**config.mk**
```make
export PLATFORM = sky130hd
export DESIGN_NAME = top_core
export DESIGN_NICKNAME = d
export VERILOG_FILES = /design/src/rv_pkg.sv /design/src/rv_alu.sv /design/src/rv_regfile.sv /design/src/rv_decode.sv /design/src/rv_csr_irq.sv /design/src/rv_core.sv /design/src/top_core.sv
export SDC_FILE = /design/constraint.sdc
export NUM_CORES = 2
export LEC_CHECK = 0
export BUFFER_PORTS_ARGS = -buffer_cell sky130_fd_sc_hd__buf_2
export CAP_MARGIN = 25
export CORE_ASPECT_RATIO = 0.7
export CORE_UTILIZATION = 40
export DETAILED_ROUTE_END_ITERATION = 10
export PLACE_DENSITY = 0.58
export RECOVER_POWER = 50
export SLEW_MARGIN = 20
export SYNTH_ARGS = -nofsm -noshare
export SYNTH_HDL_FRONTEND = slang
export SYNTH_SLANG_ARGS = --single-unit
```
**constraint.sdc**
```tcl
create_clock -name CLK -period 9.05 [get_ports CLK]
set_input_delay 0.905 -clock CLK [delete_from_list [all_inputs] [get_ports CLK]]
set_output_delay 0.905 -clock CLK [all_outputs]
set_load 0.005 [all_outputs]
```
**src/rv_pkg.sv**
```systemverilog
package rv_pkg;

    // major opcodes of the supported RV32I subset
    typedef enum logic [6:0] {
        OPC_LUI    = 7'b0110111,
        OPC_OP_IMM = 7'b0010011,
        OPC_OP     = 7'b0110011,
        OPC_LOAD   = 7'b0000011,
        OPC_STORE  = 7'b0100011,
        OPC_BRANCH = 7'b1100011,
        OPC_JAL    = 7'b1101111,
        OPC_JALR   = 7'b1100111,
        OPC_SYSTEM = 7'b1110011
    } opcode_t;

    typedef enum logic [3:0] {
        ALU_ADD,
        ALU_SUB,
        ALU_AND,
        ALU_OR,
        ALU_XOR,
        ALU_SLL,
        ALU_SRL,
        ALU_SLT,
        ALU_EQ,  // branch compares
        ALU_NE,
        ALU_LT
    } alu_op_t;

    // machine mode CSRs plus the user time counter
    typedef enum logic [11:0] {
        CSR_MSTATUS = 12'h300,
        CSR_MIE     = 12'h304,
        CSR_MTVEC   = 12'h305,
        CSR_MEPC    = 12'h341,
        CSR_MCAUSE  = 12'h342,
        CSR_TIME    = 12'hc01,
        CSR_TIMEH   = 12'hc81
    } csr_addr_t;

    typedef enum logic [2:0] {
        ST_FETCH,
        ST_DECODE,
        ST_EXECUTE,    // csr and system instructions
        ST_MEM,
        ST_WRITEBACK,
        ST_SLEEP,
        ST_HALTED
    } core_state_t;

    // interrupt causes carry bit 31
    localparam logic [31:0] CAUSE_SOFT    = 32'h8000_0003;
    localparam logic [31:0] CAUSE_TIMER   = 32'h8000_0007;
    localparam logic [31:0] CAUSE_EXT     = 32'h8000_000b;
    localparam logic [31:0] CAUSE_BUS_ERR = 32'h0000_0005;  // load access fault

endpackage

```
**src/rv_alu.sv**
```systemverilog
`timescale 1ns/1ns

module rv_alu (
    input  rv_pkg::alu_op_t op,
    input  logic [31:0]     a,
    input  logic [31:0]     b,
    output logic [31:0]     result,
    output logic            taken
);

    logic lt;

    assign lt = $signed(a) < $signed(b);

    always_comb begin
        case (op)
            rv_pkg::ALU_EQ: taken = (a == b);
            rv_pkg::ALU_NE: taken = (a != b);
            rv_pkg::ALU_LT: taken = lt;
            default:        taken = 1'b0;
        endcase
    end

    always_comb begin
        case (op)
            rv_pkg::ALU_SUB: result = a - b;
            rv_pkg::ALU_AND: result = a & b;
            rv_pkg::ALU_OR:  result = a | b;
            rv_pkg::ALU_XOR: result = a ^ b;
            rv_pkg::ALU_SLL: result = a << b[4:0];
            rv_pkg::ALU_SRL: result = a >> b[4:0];  // logical only
            rv_pkg::ALU_SLT: result = {31'd0, lt};
            rv_pkg::ALU_EQ,
            rv_pkg::ALU_NE,
            rv_pkg::ALU_LT:  result = {31'd0, taken};
            default:         result = a + b;
        endcase
    end

endmodule

```
**src/rv_regfile.sv**
```systemverilog
`timescale 1ns/1ns

module rv_regfile (
    input  logic        CLK,
    input  logic        rst,
    input  logic [4:0]  rs1,
    input  logic [4:0]  rs2,
    input  logic [4:0]  rd,
    input  logic        we,
    input  logic [31:0] wd,
    output logic [31:0] rd1,
    output logic [31:0] rd2
);

    logic [31:0] regs [1:31];  // x0 has no storage

    always_ff @(posedge CLK) begin
        if (rst) begin
            for (int i = 1; i < 32; i++)
                regs[i] <= 32'd0;
        end else if (we && rd != 5'd0) begin
            regs[rd] <= wd;
        end
    end

    assign rd1 = (rs1 == 5'd0) ? 32'd0 : regs[rs1];
    assign rd2 = (rs2 == 5'd0) ? 32'd0 : regs[rs2];

endmodule

```
**src/rv_decode.sv**
```systemverilog
`timescale 1ns/1ns

module rv_decode (
    input  logic [31:0]       instr,
    output rv_pkg::opcode_t   opcode,
    output logic [4:0]        rd,
    output logic [4:0]        rs1,
    output logic [4:0]        rs2,
    output logic [31:0]       imm,
    output rv_pkg::alu_op_t   alu_op,
    output logic              use_imm,
    output logic              reg_write,
    output logic              is_load,
    output logic              is_store,
    output logic              is_byte,
    output logic              is_branch,
    output logic              is_jal,
    output logic              is_jalr,
    output logic              is_csr,
    output logic              csr_set,
    output rv_pkg::csr_addr_t csr_addr,
    output logic              is_mret,
    output logic              is_wfi,
    output logic              is_ebreak
);

    logic [2:0]  funct3;
    logic [11:0] funct12;
    logic        is_priv;

    assign opcode   = rv_pkg::opcode_t'(instr[6:0]);
    assign funct3   = instr[14:12];
    assign funct12  = instr[31:20];
    assign rd       = instr[11:7];
    assign rs1      = instr[19:15];
    assign rs2      = instr[24:20];
    assign csr_addr = rv_pkg::csr_addr_t'(funct12);

    always_comb begin
        case (opcode)
            rv_pkg::OPC_LUI:    imm = {instr[31:12], 12'd0};
            rv_pkg::OPC_STORE:  imm = {{20{instr[31]}}, instr[31:25], instr[11:7]};
            rv_pkg::OPC_BRANCH: imm = {{19{instr[31]}}, instr[31], instr[7],
                                       instr[30:25], instr[11:8], 1'b0};
            rv_pkg::OPC_JAL:    imm = {{11{instr[31]}}, instr[31], instr[19:12],
                                       instr[20], instr[30:21], 1'b0};
            default:            imm = {{20{instr[31]}}, funct12};  // I type
        endcase
    end

    always_comb begin
        alu_op = rv_pkg::ALU_ADD;
        if (opcode == rv_pkg::OPC_OP || opcode == rv_pkg::OPC_OP_IMM) begin
            case (funct3)
                3'b000: alu_op = (opcode == rv_pkg::OPC_OP && instr[30]) ? rv_pkg::ALU_SUB
                                                                         : rv_pkg::ALU_ADD;
                3'b001: alu_op = rv_pkg::ALU_SLL;
                3'b010: alu_op = rv_pkg::ALU_SLT;
                3'b100: alu_op = rv_pkg::ALU_XOR;
                3'b101: alu_op = rv_pkg::ALU_SRL;
                3'b110: alu_op = rv_pkg::ALU_OR;
                3'b111: alu_op = rv_pkg::ALU_AND;
                default: ;
            endcase
        end else if (opcode == rv_pkg::OPC_BRANCH) begin
            case (funct3)
                3'b001:  alu_op = rv_pkg::ALU_NE;
                3'b100:  alu_op = rv_pkg::ALU_LT;
                default: alu_op = rv_pkg::ALU_EQ;
            endcase
        end
    end

    assign is_load   = (opcode == rv_pkg::OPC_LOAD);
    assign is_store  = (opcode == rv_pkg::OPC_STORE);
    assign is_byte   = is_store && funct3 == 3'b000;  // funct3 000 marks sb
    assign is_branch = (opcode == rv_pkg::OPC_BRANCH);
    assign is_jal    = (opcode == rv_pkg::OPC_JAL);
    assign is_jalr   = (opcode == rv_pkg::OPC_JALR);
    assign is_csr    = (opcode == rv_pkg::OPC_SYSTEM) && funct3 != 3'b000;
    assign csr_set   = funct3[1];  // csrrs
    assign is_priv   = (opcode == rv_pkg::OPC_SYSTEM) && funct3 == 3'b000;
    assign is_mret   = is_priv && funct12 == 12'h302;
    assign is_wfi    = is_priv && funct12 == 12'h105;
    assign is_ebreak = is_priv && funct12 == 12'h001;

    assign use_imm   = opcode inside {rv_pkg::OPC_LUI, rv_pkg::OPC_OP_IMM, rv_pkg::OPC_LOAD,
                                      rv_pkg::OPC_STORE, rv_pkg::OPC_JALR};
    assign reg_write = is_csr || opcode inside {rv_pkg::OPC_LUI, rv_pkg::OPC_OP_IMM,
                                                rv_pkg::OPC_OP, rv_pkg::OPC_LOAD,
                                                rv_pkg::OPC_JAL, rv_pkg::OPC_JALR};

endmodule

```
**src/rv_csr_irq.sv**
```systemverilog
`timescale 1ns/1ns

module rv_csr_irq (
    input  logic                CLK,
    input  logic                rst,
    input  logic [63:0]         mtime,
    input  logic                ext_int,
    input  logic                ext_int_clear,
    input  logic                soft_int,
    input  logic                soft_int_clear,
    input  logic                timer_int,
    input  logic                timer_int_clear,
    input  rv_pkg::core_state_t state,
    input  logic                csr_en,
    input  rv_pkg::csr_addr_t   csr_addr,
    input  logic                csr_set,
    input  logic [31:0]         csr_wdata,
    input  logic                trap_check,
    input  logic [31:0]         next_pc,
    input  logic                bus_err,
    input  logic [31:0]         err_pc,
    input  logic                mret,
    output logic [31:0]         csr_rdata,
    output logic                irq_take,
    output logic [31:0]         trap_vector,
    output logic [31:0]         mepc,
    output logic                wake
);

    logic        mstatus_mie, mstatus_mpie;
    logic [2:0]  pend, irq_en, active;  // bit 2 ext, 1 soft, 0 timer
    logic [31:0] mtvec, mcause, wval, cause;

    assign active      = pend & irq_en;
    assign irq_take    = trap_check & mstatus_mie & (|active);
    assign wake        = (state == rv_pkg::ST_SLEEP) & (|active);  // ignores mstatus
    assign trap_vector = {mtvec[31:2], 2'b00};
    assign wval        = csr_set ? (csr_rdata | csr_wdata) : csr_wdata;

    always_comb begin
        if (active[2])
            cause = rv_pkg::CAUSE_EXT;
        else if (active[1])
            cause = rv_pkg::CAUSE_SOFT;
        else
            cause = rv_pkg::CAUSE_TIMER;
    end

    always_comb begin
        case (csr_addr)
            rv_pkg::CSR_MSTATUS: csr_rdata = {24'd0, mstatus_mpie, 3'd0, mstatus_mie, 3'd0};
            rv_pkg::CSR_MIE:     csr_rdata = {20'd0, irq_en[2], 3'd0, irq_en[0], 3'd0,
                                              irq_en[1], 3'd0};
            rv_pkg::CSR_MTVEC:   csr_rdata = mtvec;
            rv_pkg::CSR_MEPC:    csr_rdata = mepc;
            rv_pkg::CSR_MCAUSE:  csr_rdata = mcause;
            rv_pkg::CSR_TIME:    csr_rdata = mtime[31:0];
            rv_pkg::CSR_TIMEH:   csr_rdata = mtime[63:32];
            default:             csr_rdata = 32'd0;
        endcase
    end

    always_ff @(posedge CLK) begin
        if (rst) begin
            mstatus_mie  <= 1'b0;
            mstatus_mpie <= 1'b0;
            pend         <= 3'd0;
            irq_en       <= 3'd0;
            mtvec        <= 32'd0;
            mepc         <= 32'd0;
            mcause       <= 32'd0;
        end else begin
            // sticky bits where a clear beats a new request
            pend <= ~{ext_int_clear, soft_int_clear, timer_int_clear}
                    & (pend | {ext_int, soft_int, timer_int});

            if (bus_err || irq_take) begin
                mepc         <= bus_err ? err_pc : next_pc;
                mcause       <= bus_err ? rv_pkg::CAUSE_BUS_ERR : cause;
                mstatus_mpie <= mstatus_mie;
                mstatus_mie  <= 1'b0;
            end else if (mret) begin
                mstatus_mie  <= mstatus_mpie;
                mstatus_mpie <= 1'b1;
            end else if (csr_en) begin
                case (csr_addr)
                    rv_pkg::CSR_MSTATUS: begin
                        mstatus_mie  <= wval[3];
                        mstatus_mpie <= wval[7];
                    end
                    rv_pkg::CSR_MIE:    irq_en <= {wval[11], wval[3], wval[7]};
                    rv_pkg::CSR_MTVEC:  mtvec  <= wval;
                    rv_pkg::CSR_MEPC:   mepc   <= wval;
                    rv_pkg::CSR_MCAUSE: mcause <= wval;
                    default: ;  // time is read only
                endcase
            end
        end
    end

endmodule

```
**src/rv_core.sv**
```systemverilog
`timescale 1ns/1ns

module rv_core #(
    parameter logic [31:0] RESET_PC = 32'h80000000
) (
    input  logic        CLK,
    input  logic        rst,
    input  logic [63:0] mtime,
    output logic        wfi,
    output logic        halt,
    input  logic        busy,
    input  logic        error,
    input  logic [31:0] rdata,
    output logic        ren,
    output logic        wen,
    output logic [3:0]  byte_en,
    output logic [31:0] addr,
    output logic [31:0] wdata,
    input  logic        ext_int,
    input  logic        ext_int_clear,
    input  logic        soft_int,
    input  logic        soft_int_clear,
    input  logic        timer_int,
    input  logic        timer_int_clear
);

    rv_pkg::core_state_t state;
    logic [31:0] pc, ir, npc, res, ld_data;

    rv_pkg::opcode_t   opcode;
    rv_pkg::alu_op_t   alu_op;
    rv_pkg::csr_addr_t csr_addr;
    logic [4:0]  rd, rs1, rs2;
    logic [31:0] imm;
    logic use_imm, reg_write, is_load, is_store, is_byte, is_branch, is_jal, is_jalr;
    logic is_csr, csr_set, is_mret, is_wfi, is_ebreak;

    logic [31:0] rd1, rd2, alu_a, alu_b, alu_res, pc_plus4, pc_imm;
    logic [31:0] csr_rdata, trap_vector, mepc;
    logic taken, irq_take, wake, bus_err;

    assign alu_a    = (opcode == rv_pkg::OPC_LUI) ? 32'd0 : rd1;  // lui is 0 + imm
    assign alu_b    = use_imm ? imm : rd2;
    assign pc_plus4 = pc + 32'd4;
    assign pc_imm   = pc + imm;
    assign bus_err  = (ren | wen) & ~busy & error;
    assign wfi      = (state == rv_pkg::ST_SLEEP);
    assign halt     = (state == rv_pkg::ST_HALTED);

    rv_decode dec (
        .instr(ir), .opcode(opcode), .rd(rd), .rs1(rs1), .rs2(rs2), .imm(imm),
        .alu_op(alu_op), .use_imm(use_imm), .reg_write(reg_write),
        .is_load(is_load), .is_store(is_store), .is_byte(is_byte),
        .is_branch(is_branch), .is_jal(is_jal), .is_jalr(is_jalr),
        .is_csr(is_csr), .csr_set(csr_set), .csr_addr(csr_addr),
        .is_mret(is_mret), .is_wfi(is_wfi), .is_ebreak(is_ebreak)
    );

    rv_regfile rf (
        .CLK(CLK), .rst(rst), .rs1(rs1), .rs2(rs2), .rd(rd),
        .we(state == rv_pkg::ST_WRITEBACK && reg_write),
        .wd(is_load ? ld_data : res),
        .rd1(rd1), .rd2(rd2)
    );

    rv_alu alu (
        .op(alu_op), .a(alu_a), .b(alu_b), .result(alu_res), .taken(taken)
    );

    rv_csr_irq csr (
        .CLK(CLK), .rst(rst), .mtime(mtime),
        .ext_int(ext_int), .ext_int_clear(ext_int_clear),
        .soft_int(soft_int), .soft_int_clear(soft_int_clear),
        .timer_int(timer_int), .timer_int_clear(timer_int_clear),
        .state(state),
        .csr_en(state == rv_pkg::ST_EXECUTE && is_csr),
        .csr_addr(csr_addr), .csr_set(csr_set), .csr_wdata(rd1),
        .trap_check(state == rv_pkg::ST_WRITEBACK), .next_pc(npc),
        .bus_err(bus_err), .err_pc(pc),
        .mret(state == rv_pkg::ST_EXECUTE && is_mret),
        .csr_rdata(csr_rdata), .irq_take(irq_take), .trap_vector(trap_vector),
        .mepc(mepc), .wake(wake)
    );

    always_ff @(posedge CLK) begin
        if (rst) begin
            state   <= rv_pkg::ST_FETCH;
            pc      <= RESET_PC;
            ren     <= 1'b0;
            wen     <= 1'b0;
            byte_en <= 4'b0000;
            addr    <= 32'd0;
            wdata   <= 32'd0;
        end else begin
            case (state)
                rv_pkg::ST_FETCH: begin
                    if (!ren) begin  // only right after reset
                        ren     <= 1'b1;
                        addr    <= pc;
                        byte_en <= 4'b1111;
                    end else if (!busy) begin
                        ren   <= 1'b0;
                        ir    <= rdata;
                        state <= error ? rv_pkg::ST_HALTED : rv_pkg::ST_DECODE;
                    end
                end
                rv_pkg::ST_DECODE: begin
                    res <= (is_jal | is_jalr) ? pc_plus4 : alu_res;
                    if (is_jal || (is_branch && taken))
                        npc <= pc_imm;
                    else if (is_jalr)
                        npc <= {alu_res[31:1], 1'b0};
                    else
                        npc <= pc_plus4;

                    if (is_load || is_store) begin
                        ren     <= is_load;
                        wen     <= is_store;
                        addr    <= alu_res;
                        byte_en <= is_byte ? 4'b0001 << alu_res[1:0] : 4'b1111;
                        // sb puts the byte in its lane
                        wdata   <= is_byte ? {24'd0, rd2[7:0]} << {alu_res[1:0], 3'b000} : rd2;
                        state   <= rv_pkg::ST_MEM;
                    end else if (is_csr || is_mret || is_wfi || is_ebreak) begin
                        state <= rv_pkg::ST_EXECUTE;
                    end else begin
                        state <= rv_pkg::ST_WRITEBACK;
                    end
                end
                rv_pkg::ST_EXECUTE: begin
                    res <= csr_rdata;  // old value goes to rd
                    if (is_mret)
                        npc <= mepc;
                    if (is_ebreak)
                        state <= rv_pkg::ST_HALTED;
                    else if (is_wfi)
                        state <= rv_pkg::ST_SLEEP;
                    else
                        state <= rv_pkg::ST_WRITEBACK;
                end
                rv_pkg::ST_MEM: begin
                    if (!busy) begin
                        ren     <= 1'b0;
                        wen     <= 1'b0;
                        ld_data <= rdata;
                        state   <= error ? rv_pkg::ST_HALTED : rv_pkg::ST_WRITEBACK;
                    end
                end
                rv_pkg::ST_WRITEBACK: begin
                    // interrupt redirects the next fetch
                    pc      <= irq_take ? trap_vector : npc;
                    addr    <= irq_take ? trap_vector : npc;
                    ren     <= 1'b1;
                    byte_en <= 4'b1111;
                    state   <= rv_pkg::ST_FETCH;
                end
                rv_pkg::ST_SLEEP: begin
                    if (wake)
                        state <= rv_pkg::ST_WRITEBACK;
                end
                default: ;  // halted until reset
            endcase
        end
    end

endmodule

```
**src/top_core.sv**
```systemverilog
`timescale 1ns/1ns

module top_core #(
    parameter logic [31:0] RESET_PC = 32'h80000000
) (
    input  logic        CLK,
    input  logic        rst,
    input  logic [63:0] mtime,
    output logic        wfi,
    output logic        halt,
    // generic bus
    input  logic        busy,
    input  logic        error,
    input  logic [31:0] rdata,
    output logic        ren,
    output logic        wen,
    output logic [3:0]  byte_en,
    output logic [31:0] addr,
    output logic [31:0] wdata,
    // interrupt sources
    input  logic        ext_int,
    input  logic        ext_int_clear,
    input  logic        soft_int,
    input  logic        soft_int_clear,
    input  logic        timer_int,
    input  logic        timer_int_clear
);

    rv_core #(
        .RESET_PC(RESET_PC)
    ) core (
        .CLK(CLK), .rst(rst), .mtime(mtime), .wfi(wfi), .halt(halt),
        .busy(busy), .error(error), .rdata(rdata),
        .ren(ren), .wen(wen), .byte_en(byte_en), .addr(addr), .wdata(wdata),
        .ext_int(ext_int), .ext_int_clear(ext_int_clear),
        .soft_int(soft_int), .soft_int_clear(soft_int_clear),
        .timer_int(timer_int), .timer_int_clear(timer_int_clear)
    );

endmodule

```
# After elaboration in Yosys (flattened, before gate mapping)
# Memory sizes are Yosys's and may differ from the RTL's. A register that Yosys moved wholly into a read port is not among the register bits.
# Index checks and enable logic that the tools add are counted.
dict set report totals {
  latch_bits 0
  output_inout_bits 72
  romBits 0
  ramBits 992
  regBits 337
  n_memories 1
  inputBits 106
}
dict set report op_classes {
  n_shift 4
  mul 0
  n_bitwise 19
  n_lt_le_gt_ge 1
  n_mux 77
  reduce_logical 59
  n_addsub 4
  eq_ne 51
  div_mod_pow 0
}
# memory words width read_ports rd_clocked_by_memory_dff wr line
set mem_list {}
lappend mem_list {core.rf.regs 31 32 2 2 31 rv_regfile.sv:15} ;# logic [31:0] regs [1:31];
# operator n
set ops {}
lappend ops {{$mux W32} 25}
lappend ops {{$pmux W32 S8} 1}
lappend ops {{$pmux W32 S7} 1}
lappend ops {{$pmux W32 S2} 2}
lappend ops {{$pmux W31 S4} 1}
lappend ops {{$pmux W32 S3} 1}
lappend ops {{$eq A12 B10 Y1 const B} 6}
lappend ops {{$add A32 B32 Y32} 2}
lappend ops {{$or A32 B32 Y32} 2}
lappend ops {{$add A32 B3 Y32 const B} 1}
lappend ops {{$and A32 B32 Y32} 1}
lappend ops {{$eq A32 B32 Y1} 1}
lappend ops {{$lt A32 B32 Y1} 1}
lappend ops {{$ne A32 B32 Y1} 1}
lappend ops {{$reduce_or A32 Y1} 1}
lappend ops {{$shl A32 B5 Y32} 1}
lappend ops {{$shl A8 B5 Y32} 1}
lappend ops {{$shr A32 B5 Y32} 1}
lappend ops {{$sub A32 B32 Y32} 1}
lappend ops {{$xor A32 B32 Y32} 1}
lappend ops {{$eq A7 B7 Y1 const B} 4}
lappend ops {{$mux W3} 9}
lappend ops {{$eq A12 B12 Y1 const B} 2}
lappend ops {{$mux W4} 6}
lappend ops {{other kinds (46)} 142}

# Depth between registers and ports, before layout
dict set report depth {
  ltp_word 12
  mapped_depth 27
}

# Modules after synthesis
# Synthesis repeated with hierarchy kept, for this count alone.
dict set report unflattened {
  cells_unflattened 7208
  area_unflattened_um2 83712.8
}
# module cells_per_inst area_each_um2 instances
set modules_own_cells {}
lappend modules_own_cells {rv_regfile 3501 54244.5 1}
lappend modules_own_cells {rv_core 1464 13480.4 1}
lappend modules_own_cells {rv_alu 1289 8331.7 1}
lappend modules_own_cells {rv_csr_irq 804 6713.9 1}
lappend modules_own_cells {rv_decode 150 942.2 1}

# Worst setup path after synthesis
# No wires, ideal clock.
dict set report synth_timing {
  path_type {reg-to-reg}
  from {register with a tool-made name}
  to {register core.npc[15] (data pin)}
  t_arrival_ps 6187
  stages_incl_launch_ff 27
  path_buffers 8
  setup_time_ps 271
  slack_ps 2592
  required_ps 8779
  cell_sequence {dfxtp_1 > buf_6 > buf_6 > buf_6 > buf_2 > buf_1 > buf_1 > mux4_2 > mux4_2 > mux2_2 > a21oi_1 > a21oi_1 > ha_1 > clkbuf_1 > nand2b_1 > a21oi_1 > o21ai_0 > a211o_1 > a211oi_1 > nor2_1 > a221oi_1 > o21a_1 > clkbuf_1 > nor2_1 > a22oi_1 > o21a_1 > a31oi_1}
}
# item line
set synth_rtl {}
lappend synth_rtl {{to (signal assigned)} rv_core.sv:110} ;# npc <= pc_imm;
lappend synth_rtl {{to (signal assigned)} rv_core.sv:112} ;# npc <= {alu_res[31:1], 1'b0};
lappend synth_rtl {{to (signal assigned)} rv_core.sv:114} ;# npc <= pc_plus4;
lappend synth_rtl {{to (decl)} rv_core.sv:28} ;# logic [31:0] pc, ir, npc, res, ld_data;

==> results_tabular.tex <==
\begin{tabular}{lr}
\hline
Metric & Value \\
\hline
\multicolumn{2}{l}{\textbf{Global route}} \\
\quad GRT Residual Overflow & 0 \\
\quad Total GRT Usage & between 30\% and 40\% \\
\quad Antenna violations before repair & 30 \\
\quad First-pass GRT wire length & 509000 µm \\
\quad Maximum number of pins on one net before global-route repair & just over 80 \\
\quad Number of global-route vias before repair & between 60000 and 70000 \\
\multicolumn{2}{l}{\textbf{Detailed routing}} \\
\quad Detailed router's first-iteration violation count & about 12000 \\
\quad Wire length reported by the detailed router & around 380000 µm \\
\quad M1 wire length & between 150000 and 200000 µm \\
\quad Post-route DRC violation count & 0 \\
\quad Via density & a little under 7 \\
\quad Detailed-route wire length per cell & around 39 µm \\
\quad Total vias in the final route & roughly 66000 \\
\quad Length of routed met2 wiring & between 100000 and 150000 µm \\
\quad Antenna Nets Post-Route & 0 \\
\quad Max Used Layer & met5 \\
\quad First drt pass iteration count & 9 \\
\quad Met3 layer wire length in the routed design & around 63000 µm \\
\multicolumn{2}{l}{\textbf{Timing}} \\
\quad Total of endpoints with negative setup slack in the final report & 0 \\
\quad Part of the cycle the worst path needs & between 90\% and 100\% \\
\quad Min cycle time layout & around 8.6 ns \\
\quad Slew @ Worst Pin & 4.63 ns \\
\quad Max Slew Vio Count & a little under 2000 \\
\quad Count of endpoints failing hold in the final timing report & 0 \\
\quad F\_max & 116 MHz \\
\quad Total negative slack & 0 ns \\
\quad RSZ-0062 raised after global routing & no \\
\quad Tightest slew margin relative to the limit & -209\% \\
\quad Skew final & roughly 0.063 ns \\
\multicolumn{2}{l}{\textbf{Power and ir drop}} \\
\quad Total power per unit cell area & between 200 and 300 mW/mm² \\
\quad Static leakage power & 33.0 nW \\
\quad Maximum VDD drop & about 0.17 mV \\
\multicolumn{2}{l}{\textbf{Critical path}} \\
\quad Worst reg2reg endpoint & core.res[26] \\
\quad Kind of end point of the critical path & flop \\
\quad Length in cells of the worst reg-to-reg path & 21 \\
\quad Setup crit end & core.res[26] \\
\quad Slack of the worst reg-to-reg path & $\sim$0.45 ns \\
\quad Signal arrival time at the worst endpoint & just over 9 ns \\
\quad Required arrival time at the worst endpoint & around 9.6 ns \\
\quad WS Path Type & flop to flop \\
\quad Sort of element at the start of the critical path & flop \\
\quad Crit Path Max Fanout & 29 \\
\multicolumn{2}{l}{\textbf{Floorplan}} \\
\quad Die span in x & 535 µm \\
\quad \# IOs & around 180 \\
\quad Floorplan die area & between 0.2 and 0.25 mm² \\
\quad Initial Utilization & 40.4\% \\
\quad Core area & around 0.20 mm² \\
\quad Die outline height & roughly 380 µm \\
\quad Site row count & around 140 \\
\multicolumn{2}{l}{\textbf{Synthesis}} \\
\quad Number of flops mapped to enable cells by yosys & between 1000 and 1500 \\
\quad Most common cell in the netlist & sky130\_fd\_sc\_hd\_\_nor2\_1 \\
\quad Commonest cells in the netlist & sky130\_fd\_sc\_hd\_\_nor2\_1, sky130\_fd\_sc\_hd\_\_edfxtp\_1, sky130\_fd\_sc\_hd\_\_mux4\_2, sky130\_fd\_sc\_hd\_\_clkbuf\_1, sky130\_fd\_sc\_hd\_\_nand2\_1 \\
\quad Register bit total from synthesis & roughly 1400 \\
\quad Syn Area/Cell & $\sim$11 µm² \\
\quad Share of the synthesized area in the top cell type & 43.5\% \\
\quad Fraction of synthesis flops using an asynchronous set or reset pin & 0\% \\
\quad Cell accounting for the most synthesized area & sky130\_fd\_sc\_hd\_\_edfxtp\_1 \\
\quad Primary FF master, synth & sky130\_fd\_sc\_hd\_\_edfxtp\_1 \\
\quad Ranking of synthesized cells by area & sky130\_fd\_sc\_hd\_\_edfxtp\_1, sky130\_fd\_sc\_hd\_\_mux4\_2, sky130\_fd\_sc\_hd\_\_nor2\_1 \\
\quad Mapped cell area & between 0.07 and 0.08 mm² \\
\quad Yosys warning total & 0 \\
\quad Gate Count Post-Synth & 6918 \\
\quad Number of distinct library cells after synthesis & 102 \\
\quad Sequential-to-total area share from yosys stat & 49.0\% \\
\multicolumn{2}{l}{\textbf{Finish}} \\
\quad Fraction of final layout cells sized beyond drive strength 1 & around a fifth \\
\quad Area growth from synthesis to layout & 11.8\% \\
\quad Number of nets in the layout & between 7000 and 8000 \\
\quad Fill cell total of the finished layout & approximately 18000 \\
\quad Fin cells & around 9700 \\
\multicolumn{2}{l}{\textbf{Clock network}} \\
\quad CTS buffer count & 147 \\
\quad CTS clock-pin slew for the worst setup and hold paths & approximately 0.07 ns \\
\quad H-Tree Depth & 4 \\
\quad Post\_cts resized & 0 \\
\quad CTS max path bufs & 4 \\
\quad Number of sinks driven by the clock tree & about 1400 \\
\quad CTS Root Buffer Type & sky130\_fd\_sc\_hd\_\_clkbuf\_16 \\
\quad Clock tree from TritonCTS & done \\
\quad Later-pin clock latency in the skew report & just over 0.8 ns \\
\quad Setup Fix Bufs, Post-CTS & 0 \\
\quad Post-CTS Hold Fix Bufs & 0 \\
\multicolumn{2}{l}{\textbf{Placed design}} \\
\quad Port bufs & between 150 and 200 \\
\quad RD Place Congestion & 1.05 \\
\quad Total half-perimeter wirelength after legalization and detailed placement & approximately 270000 µm \\
\quad Placed cells & 9439 \\
\multicolumn{2}{l}{\textbf{Run}} \\
\quad Max-Cap Viols & 66 \\
\multicolumn{2}{l}{\textbf{Status}} \\
\quad Violated checks & capacitance limit, slew limit \\
\quad Outcome & complete, but fails checks \\
\multicolumn{2}{l}{\textbf{Min path}} \\
\quad Type of the worst min-delay path & input port to flop \\
\hline
\end{tabular}
[layout make-up]
cell class	instances	area, µm²	area share [%]
sequential	1371	39000	43.9
multi-input combinational	4791	38000	42.7
clock buffer	181	3880	4.36
timing repair buffer	502	3410	3.83
tap	2622	3280	3.69
clock inverter	73	727	0.817
inverter	165	619	0.696
antenna	9	22.5	0.0253
[worst max-delay path, stage by stage (launching register included)]
cell and delay, ns:
sky130_fd_sc_hd__dfxtp_4 0.81, sky130_fd_sc_hd__buf_4 0.41, sky130_fd_sc_hd__mux4_2 0.56, sky130_fd_sc_hd__mux2i_1 0.86, sky130_fd_sc_hd__a221oi_1 0.47, sky130_fd_sc_hd__a32o_2 0.46, sky130_fd_sc_hd__inv_2 0.14, sky130_fd_sc_hd__fa_1 0.22
sky130_fd_sc_hd__nor2b_1 0.08, sky130_fd_sc_hd__o31a_1 0.28, sky130_fd_sc_hd__nor3_1 0.15, sky130_fd_sc_hd__o21ai_0 0.17, sky130_fd_sc_hd__a21oi_1 0.46, sky130_fd_sc_hd__o31ai_1 0.16, sky130_fd_sc_hd__buf_4 0.18, sky130_fd_sc_hd__o311ai_0 0.86
sky130_fd_sc_hd__o21ai_0 0.52, sky130_fd_sc_hd__a221o_1 0.46, sky130_fd_sc_hd__o21a_1 0.16, sky130_fd_sc_hd__a2111oi_2 0.54, sky130_fd_sc_hd__buf_4 0.23, sky130_fd_sc_hd__a21oi_1 0.07
[through the flow]
| step | setup slack [ns] | power, W | utilization (%) | hold WS [ns] | area [µm²] |
|---|---|---|---|---|---|
| floorplan | 2.59 | 0.0139 | - | 0.437 | 79700 |
| global route | 0.363 | 0.0264 | 45.2 | 0.229 | 88900 |
| detailed placement | 0.764 | 0.0193 | 43.1 | 0.442 | 84800 |
| finish | 0.450 | 0.0260 | 45.2 | 0.239 | 88900 |
| global placement | 0.558 | 0.0192 | 42.9 | 0.433 | 84400 |
| CTS | 0.714 | 0.0253 | 45.4 | 0.216 | 89400 |
[report_power, final]
| part | switching (W) | internal, W |
|---|---|---|
| clock network | 0.00268 | 0.00342 |
| logic | 0.00843 | 0.00356 |
| registers | 0.000496 | 0.00738 |
| total | 0.0116 | 0.0144 |
[routing by layer]
metal / GRT usage (%) / vias up
met5: 0 / -
li1: - / 26200
met4: 11.4 / 24
met3: 15.1 / 678
met2: 47.7 / 5226
met1: 54.6 / 33400
[placed cells by master (no fill, tap or decap), types with 113 or more instances in the layout]
| cell | n |
|---|---|
| sky130_fd_sc_hd__nor2_1 | 1474 |
| sky130_fd_sc_hd__edfxtp_1 | 1152 |
| sky130_fd_sc_hd__mux4_2 | 562 |
| sky130_fd_sc_hd__nand2_1 | 342 |
| sky130_fd_sc_hd__a21oi_1 | 293 |
| sky130_fd_sc_hd__mux2i_1 | 261 |
| sky130_fd_sc_hd__buf_4 | 222 |
| sky130_fd_sc_hd__dfxtp_1 | 211 |
| sky130_fd_sc_hd__o21ai_0 | 209 |
| sky130_fd_sc_hd__inv_1 | 162 |
| sky130_fd_sc_hd__clkbuf_1 | 162 |
| sky130_fd_sc_hd__nor3_1 | 154 |
| sky130_fd_sc_hd__clkbuf_16 | 149 |
| sky130_fd_sc_hd__ha_1 | 129 |
| sky130_fd_sc_hd__nand3_1 | 119 |
| sky130_fd_sc_hd__a211oi_1 | 113 |
[cell families (layout without fill, tap and decap cells)]
logic type,Yosys count,count (layout),share of synthesized area [%]
and+or+nand+nor,2376,2376,12.5
DFF,1371,1371,49.0
AOI/OAI and AO/OA,1287,1287,11.1
muxes,887,887,20.1
buffers and inverters,787,921,4.23
adders and majority gates,132,132,2.10
xor gates and xnor gates,77,77,0.848
other,1,41,0.00471
[how the worst min path moves through the flow]
stage | endpoint | cells after the start | startpoint | slack [ns]
5_1_grt | core.csr.pend[1] | 2 | soft_int_clear | 0.23
6_report | core.csr.pend[1] | 2 | soft_int_clear | 0.24
3_5_place_dp | core.wdata[4] | 2 | core.wdata[4] | 0.44
2_1_floorplan | core.csr.mcause[7] | 2 | core.csr.mcause[7] | 0.44
4_1_cts | core.csr.pend[1] | 2 | soft_int_clear | 0.22
3_3_place_gp | core.wdata[2] | 2 | core.wdata[2] | 0.43
[flip-flops by register name, summed over array words and instances (netlist names), 4 cells and up, named ones only]
signal	cells
core.csr.mepc	32
core.csr.mtvec	32
core.npc	32
core.addr	32
core.ir	32
core.byte_en	4
core.csr.mcause	32
core.pc	32
core.rf.regs	1024
core.res	32
core.wdata	32
core.ld_data	32
Power figures use the tool's default switching activity.
